$ cat config.mk
export PLATFORM = sky130hd
export DESIGN_NAME = kernel_regs
export DESIGN_NICKNAME = d
export VERILOG_FILES = /design/src/common/filter_pkg.sv /design/src/convolution/kernel_regs.sv
export VERILOG_INCLUDE_DIRS = /design/src /design/src/common
export SDC_FILE = /design/constraint.sdc
export NUM_CORES = 1
export LEC_CHECK = 0
export BUFFER_PORTS_ARGS = -buffer_cell sky130_fd_sc_hd__buf_2
export CAP_MARGIN = 0
export CORE_ASPECT_RATIO = 0.8
export CORE_MARGIN = 4
export CORE_UTILIZATION = 46
export CTS_CLUSTER_DIAMETER = 80
export CTS_CLUSTER_SIZE = 30
export DETAILED_ROUTE_END_ITERATION = 16
export HOLD_SLACK_MARGIN = 0.05
export PLACE_DENSITY_LB_ADDON = 0.1
export SLEW_MARGIN = 20
export SYNTH_ARGS = -nofsm -noshare
export SYNTH_HDL_FRONTEND = slang
export SYNTH_SLANG_ARGS = --single-unit
$ cat constraint.sdc
create_clock -name clk_in -period 1.5 [get_ports clk_in]
set_input_delay 0.375 -clock clk_in [delete_from_list [all_inputs] [get_ports clk_in]]
set_output_delay 0.375 -clock clk_in [all_outputs]
set_load 0.05 [all_outputs]
$ cat src/common/filter_defines.svh
`ifndef FILTER_DEFINES_SVH
`define FILTER_DEFINES_SVH

// edge of the square filter window
`define FILTER_KERNEL_SIZE 3

// depth of one row memory
// every hcount value of a line must fit below this
`define FILTER_MAX_LINE 2048

// RGB565 field widths
// red sits on top and blue in the low bits
`define FILTER_R_BITS 5
`define FILTER_G_BITS 6
`define FILTER_B_BITS 5

// a full pixel is the three fields packed together
// so these three must add up to the pixel width

`endif

$ cat src/common/filter_pkg.sv
`include "filter_defines.svh"

// types for the kernel and the host configuration words
package filter_pkg;

  // taps per kernel, stored row-major with the top-left tap at index 0
  localparam int unsigned NUM_COEFFS = `FILTER_KERNEL_SIZE * `FILTER_KERNEL_SIZE;
  localparam int unsigned CENTRE_INDEX = NUM_COEFFS / 2;

  typedef logic signed [7:0] coeff_t;
  typedef logic [3:0] shift_t;
  typedef coeff_t [NUM_COEFFS-1:0] coeff_array_t;

  // bit 15 of a config word picks how the rest is read
  localparam logic CFG_SEL_COEFF = 1'b0;
  localparam logic CFG_SEL_SHIFT = 1'b1;

  // coefficient write
  typedef struct packed {
    logic       sel;
    logic [2:0] unused;
    logic [3:0] index;
    coeff_t     value;
  } cfg_coeff_t;

  // shift write
  typedef struct packed {
    logic        sel;
    logic [10:0] unused;
    shift_t      amount;
  } cfg_shift_t;

  typedef union packed {
    cfg_coeff_t coeff_view;
    cfg_shift_t shift_view;
  } cfg_word_u;

  // pass-through kernel, only the centre tap set to one
  localparam coeff_array_t IDENTITY_KERNEL =
    coeff_array_t'(1) << (CENTRE_INDEX * $bits(coeff_t));

endpackage

$ cat src/convolution/kernel_regs.sv
`timescale 1ns/10ps

module kernel_regs (
  input  logic                     clk_in,
  input  logic                     rst_in,
  input  logic                     cfg_req,
  input  filter_pkg::cfg_word_u    cfg_word,
  output logic                     cfg_ack,
  output filter_pkg::coeff_array_t coeffs,
  output filter_pkg::shift_t       shift
);
  import filter_pkg::*;

  // fields of the incoming word in both views
  logic       word_sel;
  logic [3:0] word_index;
  coeff_t     word_coeff;
  shift_t     word_shift;
  // a request is taken once, on the cycle ack goes up
  logic       take_word;

  // bit 15 is the same bit in either view
  assign word_sel   = cfg_word.coeff_view.sel;
  assign word_index = cfg_word.coeff_view.index;
  assign word_coeff = cfg_word.coeff_view.value;
  assign word_shift = cfg_word.shift_view.amount;

  assign take_word = cfg_req && !cfg_ack;

  // four-phase ack
  // ack follows req one cycle later in both directions
  always_ff @(posedge clk_in) begin
    if (rst_in) begin
      cfg_ack <= 1'b0;
    end else if (take_word) begin
      cfg_ack <= 1'b1;
    end else if (!cfg_req && cfg_ack) begin
      cfg_ack <= 1'b0;
    end
  end

  // register file
  // starts as the identity kernel with no shift
  always_ff @(posedge clk_in) begin
    if (rst_in) begin
      coeffs <= IDENTITY_KERNEL;
      shift  <= '0;
    end else if (take_word) begin
      case (word_sel)
        CFG_SEL_SHIFT: begin
          shift <= word_shift;
        end
        CFG_SEL_COEFF: begin
          // indices past the last tap match nothing and are dropped
          for (int i = 0; i < NUM_COEFFS; i++) begin
            if (word_index == 4'(i)) begin
              coeffs[i] <= word_coeff;
            end
          end
        end
      endcase
    end
  end

endmodule

Yosys cells after proc, flatten, opt, wreduce, memory -nomap -nowiden
Index checks and enable logic that the tools add are counted.

cells by class
  add/subtract/negate cells = 0
  $mul = 0
  div/mod/pow operators = 0
  magnitude comparators = 0
  equality and inequality tests = 8
  shift operators = 0
  multiplexer cells = 2
  bitwise gates (word level) = 1
  reduce and logical (&&, ||, !) cells = 16

operators by type and width
  operator              count
  $reduce_and A3 Y1     9
  $eq A4 B3 Y1 const B  4
  $eq A4 B2 Y1 const B  2
  $eq A4 B1 Y1 const B  1
  $eq A4 B4 Y1 const B  1
  $logic_not A4 Y1      1
  $logic_and A1 B1 Y1   2
  $logic_not A1 Y1      2
  $mux W1               2
  $reduce_and A2 Y1     1
  $reduce_bool A2 Y1    1
  $not A1 Y1            1

storage, ports and cells
  bits in registers = 77
  bits in latches = 0
  memory bits (writable) = 0
  bits in read-only memories = 0
  input bits = 19
  output and inout port bits = 77
  logic and storage cells = 38
  memories = 0

Longest topological paths before layout
  depth after elaboration = 4
  depth in mapped cells = 8
  mapped depth without buffers = 5

Worst setup path before layout
OpenSTA, ideal clock, no wires.

  kind = flip-flop to flip-flop
  from = register cfg_ack
  to = register coeffs[32] in the netlist's numbering
  library setup time = 0.120 ns
  arrival = 1.725 ns
  required time = 1.380 ns
  slack = -0.345 ns
  cell stages (with the launch flop) = 8
  path buffers = 2
  period minus slack after synthesis = 1.845 ns
  path through = dfxtp_1 inv_1 ha_1 buf_2 nor4bb_1 buf_2 and3_1 a211o_1

between the ends
  word-level cells in the longest chain between the ends = 3

RTL lines
  item                           line               source
  start, declared                kernel_regs.sv:8   output logic cfg_ack,
  start signal, assigned         kernel_regs.sv:34  cfg_ack <= 1'b0;
  start signal, assigned         kernel_regs.sv:36  cfg_ack <= 1'b1;
  start signal, assigned         kernel_regs.sv:38  cfg_ack <= 1'b0;
  $logic_not A1 Y1               kernel_regs.sv:28  assign take_word = cfg_req && !cfg_ack;
  $logic_and A1 B1 Y1            kernel_regs.sv:28
  net take_word                  kernel_regs.sv:20  logic take_word;
  $reduce_and A3 Y1 (no line)    n/a
  end signal, assigned by index  kernel_regs.sv:57  coeffs[i] <= word_coeff;
  end, declared                  kernel_regs.sv:9   output filter_pkg::coeff_array_t coeffs,

The timed path passes the listed nets, and every way through them passes these cells.
A chain may end at the register's enable or synchronous reset.

Worst setup path after layout
  from = register cfg_ack
  to = register coeffs[3] in the netlist's numbering

Same word-level chain as after synthesis.

==> results.cfg <==
[global_route]
grt_pass1_wl_mm = 11.67
grt.total_usage_pct = 18.95
antenna_found_initial = 0
grt_max_degree = 27
grt_pass1_vias = 2242
grt_overflow = 0

[timing]
finClkSkew_ns = 0.006350
finalCriticalPeriod_ns = 1.459
worst_slack_ns = 0.04072
rsz0062_at_grt = yes
period_share_pct = 97.29
finalHoldViolCount = 0
setup_viol = 0
slew_viol_final = 0
max_slew_margin_pct = 58.06
tns_ns = 0
fmax_ghz = 0.6853
worstMarginPinSlew_ns = 0.6291
hold_slack_ns = 0.2929

[logic_synthesis]
synthFlopType = dfxtp_1
ys.warnings.count = 0
syn-num-nets = 305
avgSynthCellArea_um2 = 10.78
synth_top_cell_area_share_pct = 50.16
synth.distinct_cells = 23
syn_inst = 285
synth.most_common_cell = nand2b_1
synth-edff-count = 0
synth-seq-area-share_pct = 50.16
ys_seq_elements = 77
synth_common_cells = nand2b_1 (79), dfxtp_1 (77), mux2i_1 (72), clkbuf_1 (14), nand2_1 (6)
syn_area_um2 = 3073
synth_top_area_cell = dfxtp_1
synthTopCellsByArea = dfxtp_1 (50%), mux2i_1 (23%), nand2b_1 (16%)
async_flop_share_pct = 0

[status]
status = finished clean

[critical_path]
crit_path_start_kind = register
crit_path_max_incr_delay_ns = 0.35
cp-end-kind = register
cp_cell_sequence = inv_2 > ha_4 > nor4b_4 > buf_4 > nand2_2 > mux2i_1
critPathMaxFanout = 8
crit_type = reg -> reg
arrival_ns = 1.65
r2r_cells = 6
cp_slowest_cell = dfxtp_4
cp.required_ns = 1.70

[flow_run]
maxCapViolations = 0

[cts]
cts_resized = 0
holdBufCountCts = 0
cts_max_level = 3
clk_latency_ns = 0.34
cts.sinks = 77
clk_pin_slew_ns = 0.07
cts_tree = yes
postCtsSetupBuffers = 0
cts-root-buf = clkbuf_8
cts_buffers = 9
cts_buffer_depth = 2

[routing]
vias = 2275
drtPass1Iterations = 4
ant_nets = 0
totalWireLength_mm = 7.321
wl_per_cell_um = 15.68
first_iter_violations = 59
route.detailed.drc = 0
vias_per_cell = 4.872

[die]
die_h_um = 81.11
rows = 26
die-area_um2 = 8060
pin_count = 96
die_w_um = 99.38
core_area_um2 = 6441
initial_core_util_pct = 47.71

[power_and_ir_drop]
power.share.clock_pct = 36.8
p_int_uw = 2875
leakage_uw = 0.002129
ir_worst_vdd_uv = 488.5
pwr-share-comb_pct = 9.0
power_density_nw_per_um2 = 978.6
p_seq_share_pct = 54.2
p_switching_uw = 954.8
switching_share_pct = 24.93

[layout]
nFillCells = 555
final_nets = 398
drive_above_1_share_pct = 35.25
diodes = 0
area_growth_pct = 27.36
ff_latch_area_um2 = 1545
multi_input_area_um2 = 1503

[placement]
dpl_worst_slack_ns = -0.09335
io_buffers = 92
gp_congestion = 0.7643
hpwl_mm = 5.050

[min_path]
worstHoldPathType = in -> reg
holdPathStages = 3
cells by family after synthesis:
group,count (synthesis),share of synthesized area (%)
simple gates,107,22.03
flops,77,50.16
mux,72,23.45
buf+inv,23,3.013
compound gates,5,0.9366
fa+ha+maj,1,0.4071
worst max-delay path: cells and delay by family (launching register included):
kind,cells,cell delay (ns)
buffers and inverters,2,0.25
adders and majority gates,1,0.16
muxes,1,0.17
and+or+nand+nor,2,0.40
DFF,1,0.35
final cells by class:
class,count,share of cell area (%)
sequential,77,39.48
inverter,1,0.09591
clock buffer,12,3.964
clock inverter,4,0.5754
timing repair buffer,104,14.80
multi-input combinational,185,38.40
tap,84,2.685
state kept, by name (all words and copies together) (netlist names):
| name | flops |
|---|---|
| shift | 4 |
| cfg_ack | 1 |
| coeffs | 72 |
cells in the final DEF, fill, tap and decap left out, types with 3 or more instances in the layout:
master / instances
a21oi_1: 4
buf_2: 92
buf_4: 9
clkbuf_8: 11
clkinv_2: 3
dfxtp_1: 76
mux2i_1: 71
nand2_1: 5
nand2_2: 4
nand2b_1: 79
nand3_1: 4
path summary, 6_finish.rpt:
path | endpoint | startpoint | slack (ns)
setup reg to reg | coeffs[3] | cfg_ack | 0.04
setup / recovery | coeffs[3] | cfg_ack | 0.04
hold / removal | shift[3] | cfg_word[3] | 0.29
hold reg to reg | shift[2] | shift[2] | 0.46
power by group through the flow:
stage               logic, uW  registers, uW  clock network, uW
detailed placement        339           2120                  0
CTS                       340           2080               1450
global placement          337           2120                  0
finish                    344           2080               1410
floorplan                 153           2200                  0
global route              365           2080               1550
per-stage QoR:
| stage | total power, uW | area [um^2] | utilization (%) | instances |
|---|---|---|---|---|
| after global placement | 2460 | 3710 | 57.60 | 451 |
| after detailed placement | 2463 | 3710 | 57.60 | 451 |
| after floorplan | 2350 | 3129 | - | 285 |
| final | 3830 | 3914 | 60.76 | 467 |
| after CTS | 3866 | 3887 | 60.35 | 467 |
| after global routing | 3989 | 3914 | 60.76 | 467 |
layer usage:
metal  global-route usage (%)  vias up  part of all wire [%]
met4                    5.730        0                  0.89
met3                    6.094        6                   5.8
met5                        0        -                     0
met2                    30.83       59                    45
met1                    24.19     1081                    48
li1                         -     1129                     -
Note: power is estimated with default switching activity, not from simulation.
