--- src/common/filter_defines.svh ---
`ifndef FILTER_DEFINES_SVH
`define FILTER_DEFINES_SVH

// edge of the square filter window
`define FILTER_KERNEL_SIZE 3

// depth of one row memory
// every hcount value of a line must fit below this
`define FILTER_MAX_LINE 2048

// RGB565 field widths
// red sits on top and blue in the low bits
`define FILTER_R_BITS 5
`define FILTER_G_BITS 6
`define FILTER_B_BITS 5

// a full pixel is the three fields packed together
// so these three must add up to the pixel width

`endif

--- src/common/video_pkg.sv ---
`include "filter_defines.svh"

// types for the pixel stream and its raster position
package video_pkg;

  // one RGB565 pixel
  // red in the top bits, green in the middle, blue at the bottom
  typedef logic [`FILTER_R_BITS+`FILTER_G_BITS+`FILTER_B_BITS-1:0] pixel_t;

  // lowest bit of each colour field inside pixel_t
  localparam int unsigned PIX_G_LSB = `FILTER_B_BITS;
  localparam int unsigned PIX_R_LSB = `FILTER_B_BITS + `FILTER_G_BITS;

  // column counter, wide enough to address a whole row memory
  typedef logic [$clog2(`FILTER_MAX_LINE)-1:0] hcount_t;

  // row counter
  typedef logic [9:0] vcount_t;

endpackage

--- src/common/filter_pkg.sv ---
`include "filter_defines.svh"

// types for the kernel and the host configuration words
package filter_pkg;

  // taps per kernel, stored row-major with the top-left tap at index 0
  localparam int unsigned NUM_COEFFS = `FILTER_KERNEL_SIZE * `FILTER_KERNEL_SIZE;
  localparam int unsigned CENTRE_INDEX = NUM_COEFFS / 2;

  typedef logic signed [7:0] coeff_t;
  typedef logic [3:0] shift_t;
  typedef coeff_t [NUM_COEFFS-1:0] coeff_array_t;

  // bit 15 of a config word picks how the rest is read
  localparam logic CFG_SEL_COEFF = 1'b0;
  localparam logic CFG_SEL_SHIFT = 1'b1;

  // coefficient write
  typedef struct packed {
    logic       sel;
    logic [2:0] unused;
    logic [3:0] index;
    coeff_t     value;
  } cfg_coeff_t;

  // shift write
  typedef struct packed {
    logic        sel;
    logic [10:0] unused;
    shift_t      amount;
  } cfg_shift_t;

  typedef union packed {
    cfg_coeff_t coeff_view;
    cfg_shift_t shift_view;
  } cfg_word_u;

  // pass-through kernel, only the centre tap set to one
  localparam coeff_array_t IDENTITY_KERNEL =
    coeff_array_t'(1) << (CENTRE_INDEX * $bits(coeff_t));

endpackage

--- src/rtl/delay_pipe.sv ---
`timescale 1ns/10ps

module delay_pipe #(
  parameter int STAGES = 1,
  parameter int WIDTH  = 1
) (
  input  logic             clk_in,
  input  logic             rst_in,
  input  logic [WIDTH-1:0] data_in,
  output logic [WIDTH-1:0] data_out
);

  // stage 0 takes the input, the last stage drives the output
  logic [WIDTH-1:0] stage [STAGES];

  always_ff @(posedge clk_in) begin
    if (rst_in) begin
      for (int i = 0; i < STAGES; i++) begin
        stage[i] <= '0;
      end
    end else begin
      stage[0] <= data_in;
      for (int i = 1; i < STAGES; i++) begin
        stage[i] <= stage[i-1];
      end
    end
  end

  assign data_out = stage[STAGES-1];

endmodule

--- src/convolution/convolution.sv ---
`timescale 1ns/10ps
`include "filter_defines.svh"

module convolution (
  input  logic                     clk_in,
  input  logic                     rst_in,
  input  video_pkg::pixel_t        col_top,
  input  video_pkg::pixel_t        col_mid,
  input  video_pkg::pixel_t        col_bot,
  input  video_pkg::hcount_t       col_hcount,
  input  video_pkg::vcount_t       col_vcount,
  input  logic                     col_valid,
  input  filter_pkg::coeff_array_t coeffs,
  input  filter_pkg::shift_t       shift,
  output video_pkg::pixel_t        pixel_out,
  output video_pkg::hcount_t       hcount_out,
  output video_pkg::vcount_t       vcount_out,
  output logic                     out_valid
);
  import video_pkg::*;

  localparam int KS = `FILTER_KERNEL_SIZE;
  localparam int NUM_CH = 3;
  // window, products with row sums, total with shift and clip
  localparam int PIPE_STAGES = 3;
  // 9-bit zero-extended channel times 8-bit signed tap
  localparam int PROD_W = 17;
  // headroom for nine products
  localparam int SUM_W = PROD_W + 4;

  // window[row][col], row 0 is the oldest line, col 0 the leftmost x
  pixel_t                   window  [KS][KS];
  logic signed [PROD_W-1:0] prod    [NUM_CH][KS][KS];
  logic signed [SUM_W-1:0]  row_sum [NUM_CH][KS];
  logic signed [SUM_W-1:0]  total   [NUM_CH];
  logic signed [SUM_W-1:0]  scaled  [NUM_CH];
  logic [7:0]               clipped [NUM_CH];
  pixel_t                   pixel_next;
  hcount_t                  centre_hcount;
  vcount_t                  centre_vcount;

  // channel 0 red, 1 green, 2 blue, zero-extended to a byte
  function automatic logic [7:0] chan_field(input pixel_t pix, input int ch);
    case (ch)
      0:       chan_field = 8'(pix[PIX_R_LSB +: `FILTER_R_BITS]);
      1:       chan_field = 8'(pix[PIX_G_LSB +: `FILTER_G_BITS]);
      default: chan_field = 8'(pix[0 +: `FILTER_B_BITS]);
    endcase
  endfunction

  // largest value the channel field can hold
  function automatic logic signed [SUM_W-1:0] chan_max(input int ch);
    case (ch)
      0:       chan_max = SUM_W'((1 << `FILTER_R_BITS) - 1);
      1:       chan_max = SUM_W'((1 << `FILTER_G_BITS) - 1);
      default: chan_max = SUM_W'((1 << `FILTER_B_BITS) - 1);
    endcase
  endfunction

  // stage 1 shifts the new column in from the right
  // window only moves on a valid column
  always_ff @(posedge clk_in) begin
    if (col_valid) begin
      for (int r = 0; r < KS; r++) begin
        for (int c = 0; c < KS - 1; c++) begin
          window[r][c] <= window[r][c+1];
        end
      end
      window[0][KS-1] <= col_top;
      window[1][KS-1] <= col_mid;
      window[2][KS-1] <= col_bot;
    end
  end

  // one signed product per tap and channel
  // taps are indexed row-major to match the register file
  always_comb begin
    for (int ch = 0; ch < NUM_CH; ch++) begin
      for (int r = 0; r < KS; r++) begin
        for (int c = 0; c < KS; c++) begin
          prod[ch][r][c] = $signed({1'b0, chan_field(window[r][c], ch)}) *
                           $signed(coeffs[r*KS+c]);
        end
      end
    end
  end

  // stage 2 registers the first adder level, one sum per window row
  always_ff @(posedge clk_in) begin
    for (int ch = 0; ch < NUM_CH; ch++) begin
      for (int r = 0; r < KS; r++) begin
        row_sum[ch][r] <= prod[ch][r][0] + prod[ch][r][1] + prod[ch][r][2];
      end
    end
  end

  // second adder level, then arithmetic shift and clip to the field
  always_comb begin
    for (int ch = 0; ch < NUM_CH; ch++) begin
      total[ch]  = row_sum[ch][0] + row_sum[ch][1] + row_sum[ch][2];
      scaled[ch] = total[ch] >>> shift;
      if (scaled[ch] < 0) begin
        clipped[ch] = '0;
      end else if (scaled[ch] > chan_max(ch)) begin
        clipped[ch] = 8'(chan_max(ch));
      end else begin
        clipped[ch] = 8'(scaled[ch]);
      end
    end
  end

  assign pixel_next = {clipped[0][`FILTER_R_BITS-1:0],
                       clipped[1][`FILTER_G_BITS-1:0],
                       clipped[2][`FILTER_B_BITS-1:0]};

  // stage 3 registers the finished pixel
  always_ff @(posedge clk_in) begin
    pixel_out <= pixel_next;
  end

  // the window centre is one pixel left of and one line above the newest column
  assign centre_hcount = col_hcount - 1'b1;
  assign centre_vcount = col_vcount - 1'b1;

  delay_pipe #(
    .STAGES(PIPE_STAGES),
    .WIDTH ($bits(hcount_t))
  ) hcount_pipe (
    .clk_in  (clk_in),
    .rst_in  (rst_in),
    .data_in (centre_hcount),
    .data_out(hcount_out)
  );

  delay_pipe #(
    .STAGES(PIPE_STAGES),
    .WIDTH ($bits(vcount_t))
  ) vcount_pipe (
    .clk_in  (clk_in),
    .rst_in  (rst_in),
    .data_in (centre_vcount),
    .data_out(vcount_out)
  );

  // valid runs every cycle so gaps keep their spacing
  delay_pipe #(
    .STAGES(PIPE_STAGES),
    .WIDTH (1)
  ) valid_pipe (
    .clk_in  (clk_in),
    .rst_in  (rst_in),
    .data_in (col_valid),
    .data_out(out_valid)
  );

endmodule

--- config.mk ---
export PLATFORM = sky130hd
export DESIGN_NAME = convolution
export DESIGN_NICKNAME = d
export VERILOG_FILES = /design/src/common/video_pkg.sv /design/src/common/filter_pkg.sv /design/src/rtl/delay_pipe.sv /design/src/convolution/convolution.sv
export VERILOG_INCLUDE_DIRS = /design/src /design/src/common
export SDC_FILE = /design/constraint.sdc
export NUM_CORES = 2
export LEC_CHECK = 0
export ABC_AREA = 1
export BUFFER_PORTS_ARGS = -buffer_cell sky130_fd_sc_hd__buf_4
export CORE_ASPECT_RATIO = 1.75
export CORE_MARGIN = 3
export CORE_UTILIZATION = 51
export DETAILED_ROUTE_END_ITERATION = 6
export GPL_TIMING_DRIVEN = 0
export PLACE_DENSITY = 0.67
export REMOVE_ABC_BUFFERS = 1
export SLEW_MARGIN = 10
export SYNTH_ARGS = -nofsm -noshare
export SYNTH_HDL_FRONTEND = slang
export SYNTH_HIERARCHICAL = 1
export SYNTH_SLANG_ARGS = --single-unit
--- constraint.sdc ---
create_clock -name clk_in -period 16 [get_ports clk_in]
set_input_delay 1.6 -clock clk_in [delete_from_list [all_inputs] [get_ports clk_in]]
set_output_delay 1.6 -clock clk_in [all_outputs]
set_load 0.05 [all_outputs]
# Yosys cells after proc, flatten, opt, wreduce, memory -nomap -nowiden

Memory sizes are Yosys's and may differ from the RTL's.
Index checks and enable logic that the tools add are counted.

Memory bits (writable): 399
Output and inout bits: 38
Memories kept: 5
Logic and storage cells: 99
Register bits after elaboration: 16

Memories:

| memory            | depth | width | rd ports | clocked after Yosys merged registers in | wr ports | RTL line          | text |
|---|---|---|---|---|---|---|---|
| row_sum           | 3     | 63    | 3        | 0                                       | 3        | convolution.sv:34 | `logic signed [SUM_W-1:0] row_sum [NUM_CH][KS];` |
| window            | 3     | 48    | 3        | 0                                       | 3        | convolution.sv:32 | `pixel_t window [KS][KS];` |
| hcount_pipe.stage | 3     | 11    | 3        | 0                                       | 3        | delay_pipe.sv:14  | `logic [WIDTH-1:0] stage [STAGES];` |
| vcount_pipe.stage | 3     | 10    | 3        | 0                                       | 3        | delay_pipe.sv:14  |  |
| valid_pipe.stage  | 3     | 1     | 3        | 0                                       | 3        | delay_pipe.sv:14  |  |

Shift-type cells: 3
Multiply operators: 27
Bitwise logic cells: 9
$lt $le $gt $ge: 6
Add/sub/neg operators: 26
Mux-type cells: 20

Operators with widths:

| cell                    | number |
|---|---|
| $mul A6 B8 Y14          | 18 |
| $mul A7 B8 Y15          | 9 |
| $add A21 B21 Y21        | 6 |
| $add A15 B14 Y16        | 6 |
| $add A14 B14 Y15        | 6 |
| $gt A21 B21 Y1          | 3 |
| $lt A21 B1 Y1 const B   | 3 |
| $mux W21                | 3 |
| $sshr A21 B4 Y21        | 3 |
| $add A16 B15 Y17        | 3 |
| $add A15 B15 Y16        | 3 |
| $mux W11                | 3 |
| $mux W10                | 3 |
| $sub A11 B1 Y11 const B | 1 |
| $mux W5                 | 2 |
| $sub A10 B1 Y10 const B | 1 |
| $or A1 B1 Y1            | 9 |
| $mux W1                 | 8 |
| $mux W6                 | 1 |

# Logic depth before layout (Yosys ltp)

An unclocked memory read counts as a cell.

Depth in word-level cells: 8
Gate-level depth with buffers: 31
Gate-level depth less buffers: 29

# By module

Netlist, hierarchy kept.

Modules (own cells, without submodules):

| module                   | seq. area each (sq um) | instances | area an instance (sq um) | cells each |
|---|---|---|---|---|
| convolution              | 7,587.3                | 1         | 63,005.4                 | 7,445 |
| delay_pipe (hcount_pipe) | 660.6                  | 1         | 1,041.0                  | 114 |
| delay_pipe (vcount_pipe) | 600.6                  | 1         | 934.6                    | 103 |
| delay_pipe (valid_pipe)  | 60.1                   | 1         | 82.6                     | 9 |

# Worst setup path after synthesis

No wires, ideal clock.

Kind: input to register
From: input coeffs[51] (netlist bit)
To: memory row_sum[1][15] (netlist bit)
Arrival: 7,414 ps
Setup time: 119 ps
Path slack: 8,467 ps
Cell stages on the path: 28
Buffers on the path: 2
Cells stage by stage: clkbuf_1 -> clkbuf_1 -> nand2_1 -> fa_1 -> inv_1 -> fa_1 -> inv_1 -> fa_1 -> inv_1 -> fa_1 -> fa_1 -> fa_1 -> inv_1 -> fa_1 -> inv_1 -> ha_1 -> nand2_1 -> o21ai_0 -> a21oi_1 -> o21bai_1 -> nand2_1 -> nand2_1 -> a21oi_1 -> o21ai_0 -> nand2_1 -> nand2_1 -> a21oi_1 -> xnor2_1

RTL lines:

| what            | RTL line          | text |
|---|---|---|
| start, declared | convolution.sv:13 | `input filter_pkg::coeff_array_t coeffs,` |
| end, declared   | convolution.sv:34 |  |

==> flow_metrics.env <==
export IMPL_routabilityCongestion=0.910
export IMPL_worst_skew_pair_late_latency_ps=660
export IMPL_final_hold_viol_count=0
export IMPL_buffer_ports_inserted=185
export IMPL_tritoncts="done"
export IMPL_commonest_cells_after_routing_fill_and_taps_aside="sky130_fd_sc_hd__inv_1, sky130_fd_sc_hd__nand2_1, sky130_fd_sc_hd__fa_1"
export IMPL_synthesis_area_um2=65100
export IMPL_io_pins=186
export IMPL_remaining_drcs=0
export IMPL_yosys_cell_types_count=57
export IMPL_holdBufCountCts=0
export IMPL_standard_cell_core_area_um2=126000
export IMPL_pin_count_of_the_biggest_net_entering_global_routing=84
export IMPL_fin_crit_ps=7480
export IMPL_routed_via_count=46122
export IMPL_grt_pass1_wl_um=261000
export IMPL_worst_endpoint_required_ps=16450
export IMPL_drt_vias_per_instance=4.99
export IMPL_post_drt_wl_per_cell_um=17.2
export IMPL_totalWireLength_um=159000
export IMPL_worstSetupPathType="input pin to flop"
export IMPL_max_cap_viol_count=0
export IMPL_post_dp_hpwl_um=134000
export IMPL_leading_cell_type_in_the_layout_fill_and_taps_excluded="sky130_fd_sc_hd__inv_1"
export IMPL_yosysSeqAreaShare=0.137
export IMPL_outcome="finished, final reports clean"
export IMPL_grt_setup_unrepaired="false"
export IMPL_fin_ws_ps=8520
export IMPL_max_freq_mhz=134
export IMPL_drt_iter0_markers=2369
export IMPL_post_cts_setup_driven_buffer_insertion_count=0
export IMPL_critical_path_arrival_ps=7930
export IMPL_grt_pass1_vias=51012
export IMPL_worst_hold_path_type="flop to flop"
export IMPL_cts_root_to_sink_buffers=3
export IMPL_grtUsageTotal=0.251
export IMPL_synthToLayoutAreaGrowth_pct=5.58
export IMPL_detailedPlace_worstSlack_ps=7910
export IMPL_global_route_overflow_total=0
export IMPL_timing_critical_path_to_type="flop"
export IMPL_layout_cell_area_non_filler_um2=68700
export IMPL_async_reset_ff_frac=0
export IMPL_timing_final_setup_violations=0
export IMPL_finalClockSkew_ps=43.2
export IMPL_timing_max_slew_rel_slack=0.477
export IMPL_finish_utilization=0.545
export IMPL_min_period_over_period=0.468
export IMPL_total_number_of_clock_tree_sinks=373
export IMPL_synth_edff_count=144
export IMPL_root_buffer="sky130_fd_sc_hd__clkbuf_16"
export IMPL_fp_dieArea_um2=132000
export IMPL_syn_instance_count=7671
export IMPL_post_synthesis_average_cell_area_um2=8.48
export IMPL_die_w_um=276
export IMPL_final_net_count=9616
export IMPL_setup_worst_path_start_class="input pin"
export IMPL_synth_seq_cells=373
export IMPL_first_pass_iters=6
export IMPL_setup_tns_ps=0
export IMPL_fp_dieH_um=479
export IMPL_final_seq_area_um2=8910
export IMPL_final_layout_size_suffix_gt1_frac=0.0432
export IMPL_clock_pin_slew_reported_for_the_worst_setup_and_hold_paths_after_clock_tree_synthesis_ps=70
export IMPL_multi_input_comb_area_um2=45500
export IMPL_critPathMaxFanout=16
export IMPL_floorplan_rows=172
export IMPL_num_fill_cells=11729
export IMPL_tightestPinTransition_ps=775
export IMPL_detail_route_antenna_nets=0
export IMPL_placed_area_um2=67100
export IMPL_cts_h_tree_depth=2
export IMPL_post_cts_resized_instances=0
export IMPL_yosysWarningCount=6
export IMPL_start_util=0.516
export IMPL_cts_buffers_inserted=46
export IMPL_antenna_found_initial=7
export IMPL_leading_register_cell_type_out_of_synthesis="sky130_fd_sc_hd__dfxtp_1"
export IMPL_report_final_slew_viol_count=0
-- worst max-delay path: stages --
cell	delay, ps
sky130_fd_sc_hd__buf_4	250
sky130_fd_sc_hd__nand2_1	120
sky130_fd_sc_hd__fa_1	510
sky130_fd_sc_hd__fa_1	490
sky130_fd_sc_hd__inv_1	60
sky130_fd_sc_hd__fa_1	490
sky130_fd_sc_hd__fa_1	550
sky130_fd_sc_hd__inv_1	50
sky130_fd_sc_hd__fa_1	480
sky130_fd_sc_hd__fa_1	510
sky130_fd_sc_hd__inv_1	70
sky130_fd_sc_hd__fa_1	520
sky130_fd_sc_hd__inv_1	60
sky130_fd_sc_hd__fa_1	390
sky130_fd_sc_hd__o21ai_0	290
sky130_fd_sc_hd__a21oi_1	110
sky130_fd_sc_hd__o21bai_1	200
sky130_fd_sc_hd__nand2_1	80
sky130_fd_sc_hd__nand2_1	60
sky130_fd_sc_hd__a21oi_1	80
sky130_fd_sc_hd__o21ai_0	260
sky130_fd_sc_hd__nand2_1	90
sky130_fd_sc_hd__nand2_1	70
sky130_fd_sc_hd__a21oi_1	70
sky130_fd_sc_hd__xnor2_1	450
-- synth_stat cells, types with 20 or more instances --
| master | number | share of area |
|---|---|---|
| sky130_fd_sc_hd__ha_1 | 615 | 0.12 |
| sky130_fd_sc_hd__nor2_1 | 156 | 0.0090 |
| sky130_fd_sc_hd__inv_1 | 2435 | 0.14 |
| sky130_fd_sc_hd__xnor2_1 | 56 | 0.0075 |
| sky130_fd_sc_hd__nand2_1 | 1658 | 0.096 |
| sky130_fd_sc_hd__xor2_1 | 129 | 0.017 |
| sky130_fd_sc_hd__edfxtp_1 | 144 | 0.066 |
| sky130_fd_sc_hd__clkbuf_1 | 277 | 0.016 |
| sky130_fd_sc_hd__fa_1 | 1297 | 0.40 |
| sky130_fd_sc_hd__dfxtp_1 | 229 | 0.070 |
| sky130_fd_sc_hd__nand3_1 | 221 | 0.017 |
| sky130_fd_sc_hd__clkbuf_2 | 20 | 0.0015 |
| sky130_fd_sc_hd__o21ai_0 | 71 | 0.0055 |
| sky130_fd_sc_hd__a21oi_1 | 162 | 0.012 |
| sky130_fd_sc_hd__buf_4 | 25 | 0.0029 |
-- routing by layer --
metal | vias to the layer above | wire [um] | GRT usage
met3 | 500 | 6770 | 0.0257
met2 | 1284 | 85400 | 0.473
met5 | - | 22 | 0
met1 | 22864 | 54100 | 0.263
li1 | 21470 | - | -
met4 | 4 | 12900 | 0.164
-- worst paths after layout --
check	depth (start not counted)	slack (ps)	to	from
worst max-delay path	25	8520	row_sum[1][15]$_DFF_P_	coeffs[66]
worst min-delay path	2	400	hcount_pipe/stage[0][26]$_SDFF_PP0_	hcount_pipe/stage[0][15]$_SDFF_PP0_
worst max register to register	24	9210	row_sum[1][15]$_DFF_P_	window[0][103]$_DFFE_PP_
worst min register to register	2	400	hcount_pipe/stage[0][26]$_SDFF_PP0_	hcount_pipe/stage[0][15]$_SDFF_PP0_
-- cell families after synthesis --
family	count (synthesis)	synth area share
AOI/OAI and AO/OA	288	0.0243
DFF	373	0.137
adders and majority gates	1912	0.517
buffers and inverters	2789	0.164
and+or+nand+nor	2122	0.132
xor gates and xnor gates	186	0.0253
muxes	1	0.000154
-- state kept, by name, summed over array words and instances, names as in the netlist --
register,cells
window,144
pixel_out,16
valid_pipe/stage,3
hcount_pipe/stage,33
row_sum,147
vcount_pipe/stage,30
-- per-stage QoR --
stage                     instances  hold WS, ps
after floorplan                7320          388
after global placement         9158          389
after detailed placement       9161          395
after CTS                      9245          396
after global routing           9247          414
final                          9249          396
-- layout make-up --
class,count,area share
clock inverters,28,0.00421
diodes,4,0.000146
well taps,1653,0.0301
flip-flops and latches,373,0.130
repair buffers,188,0.0214
clock buffers,56,0.0193
inverters,2438,0.133
multi-input cells,4509,0.662
Power is left out: the tool's default activity adds up to more than one toggle a clock period on the data nets, which glitch-free logic cannot reach.
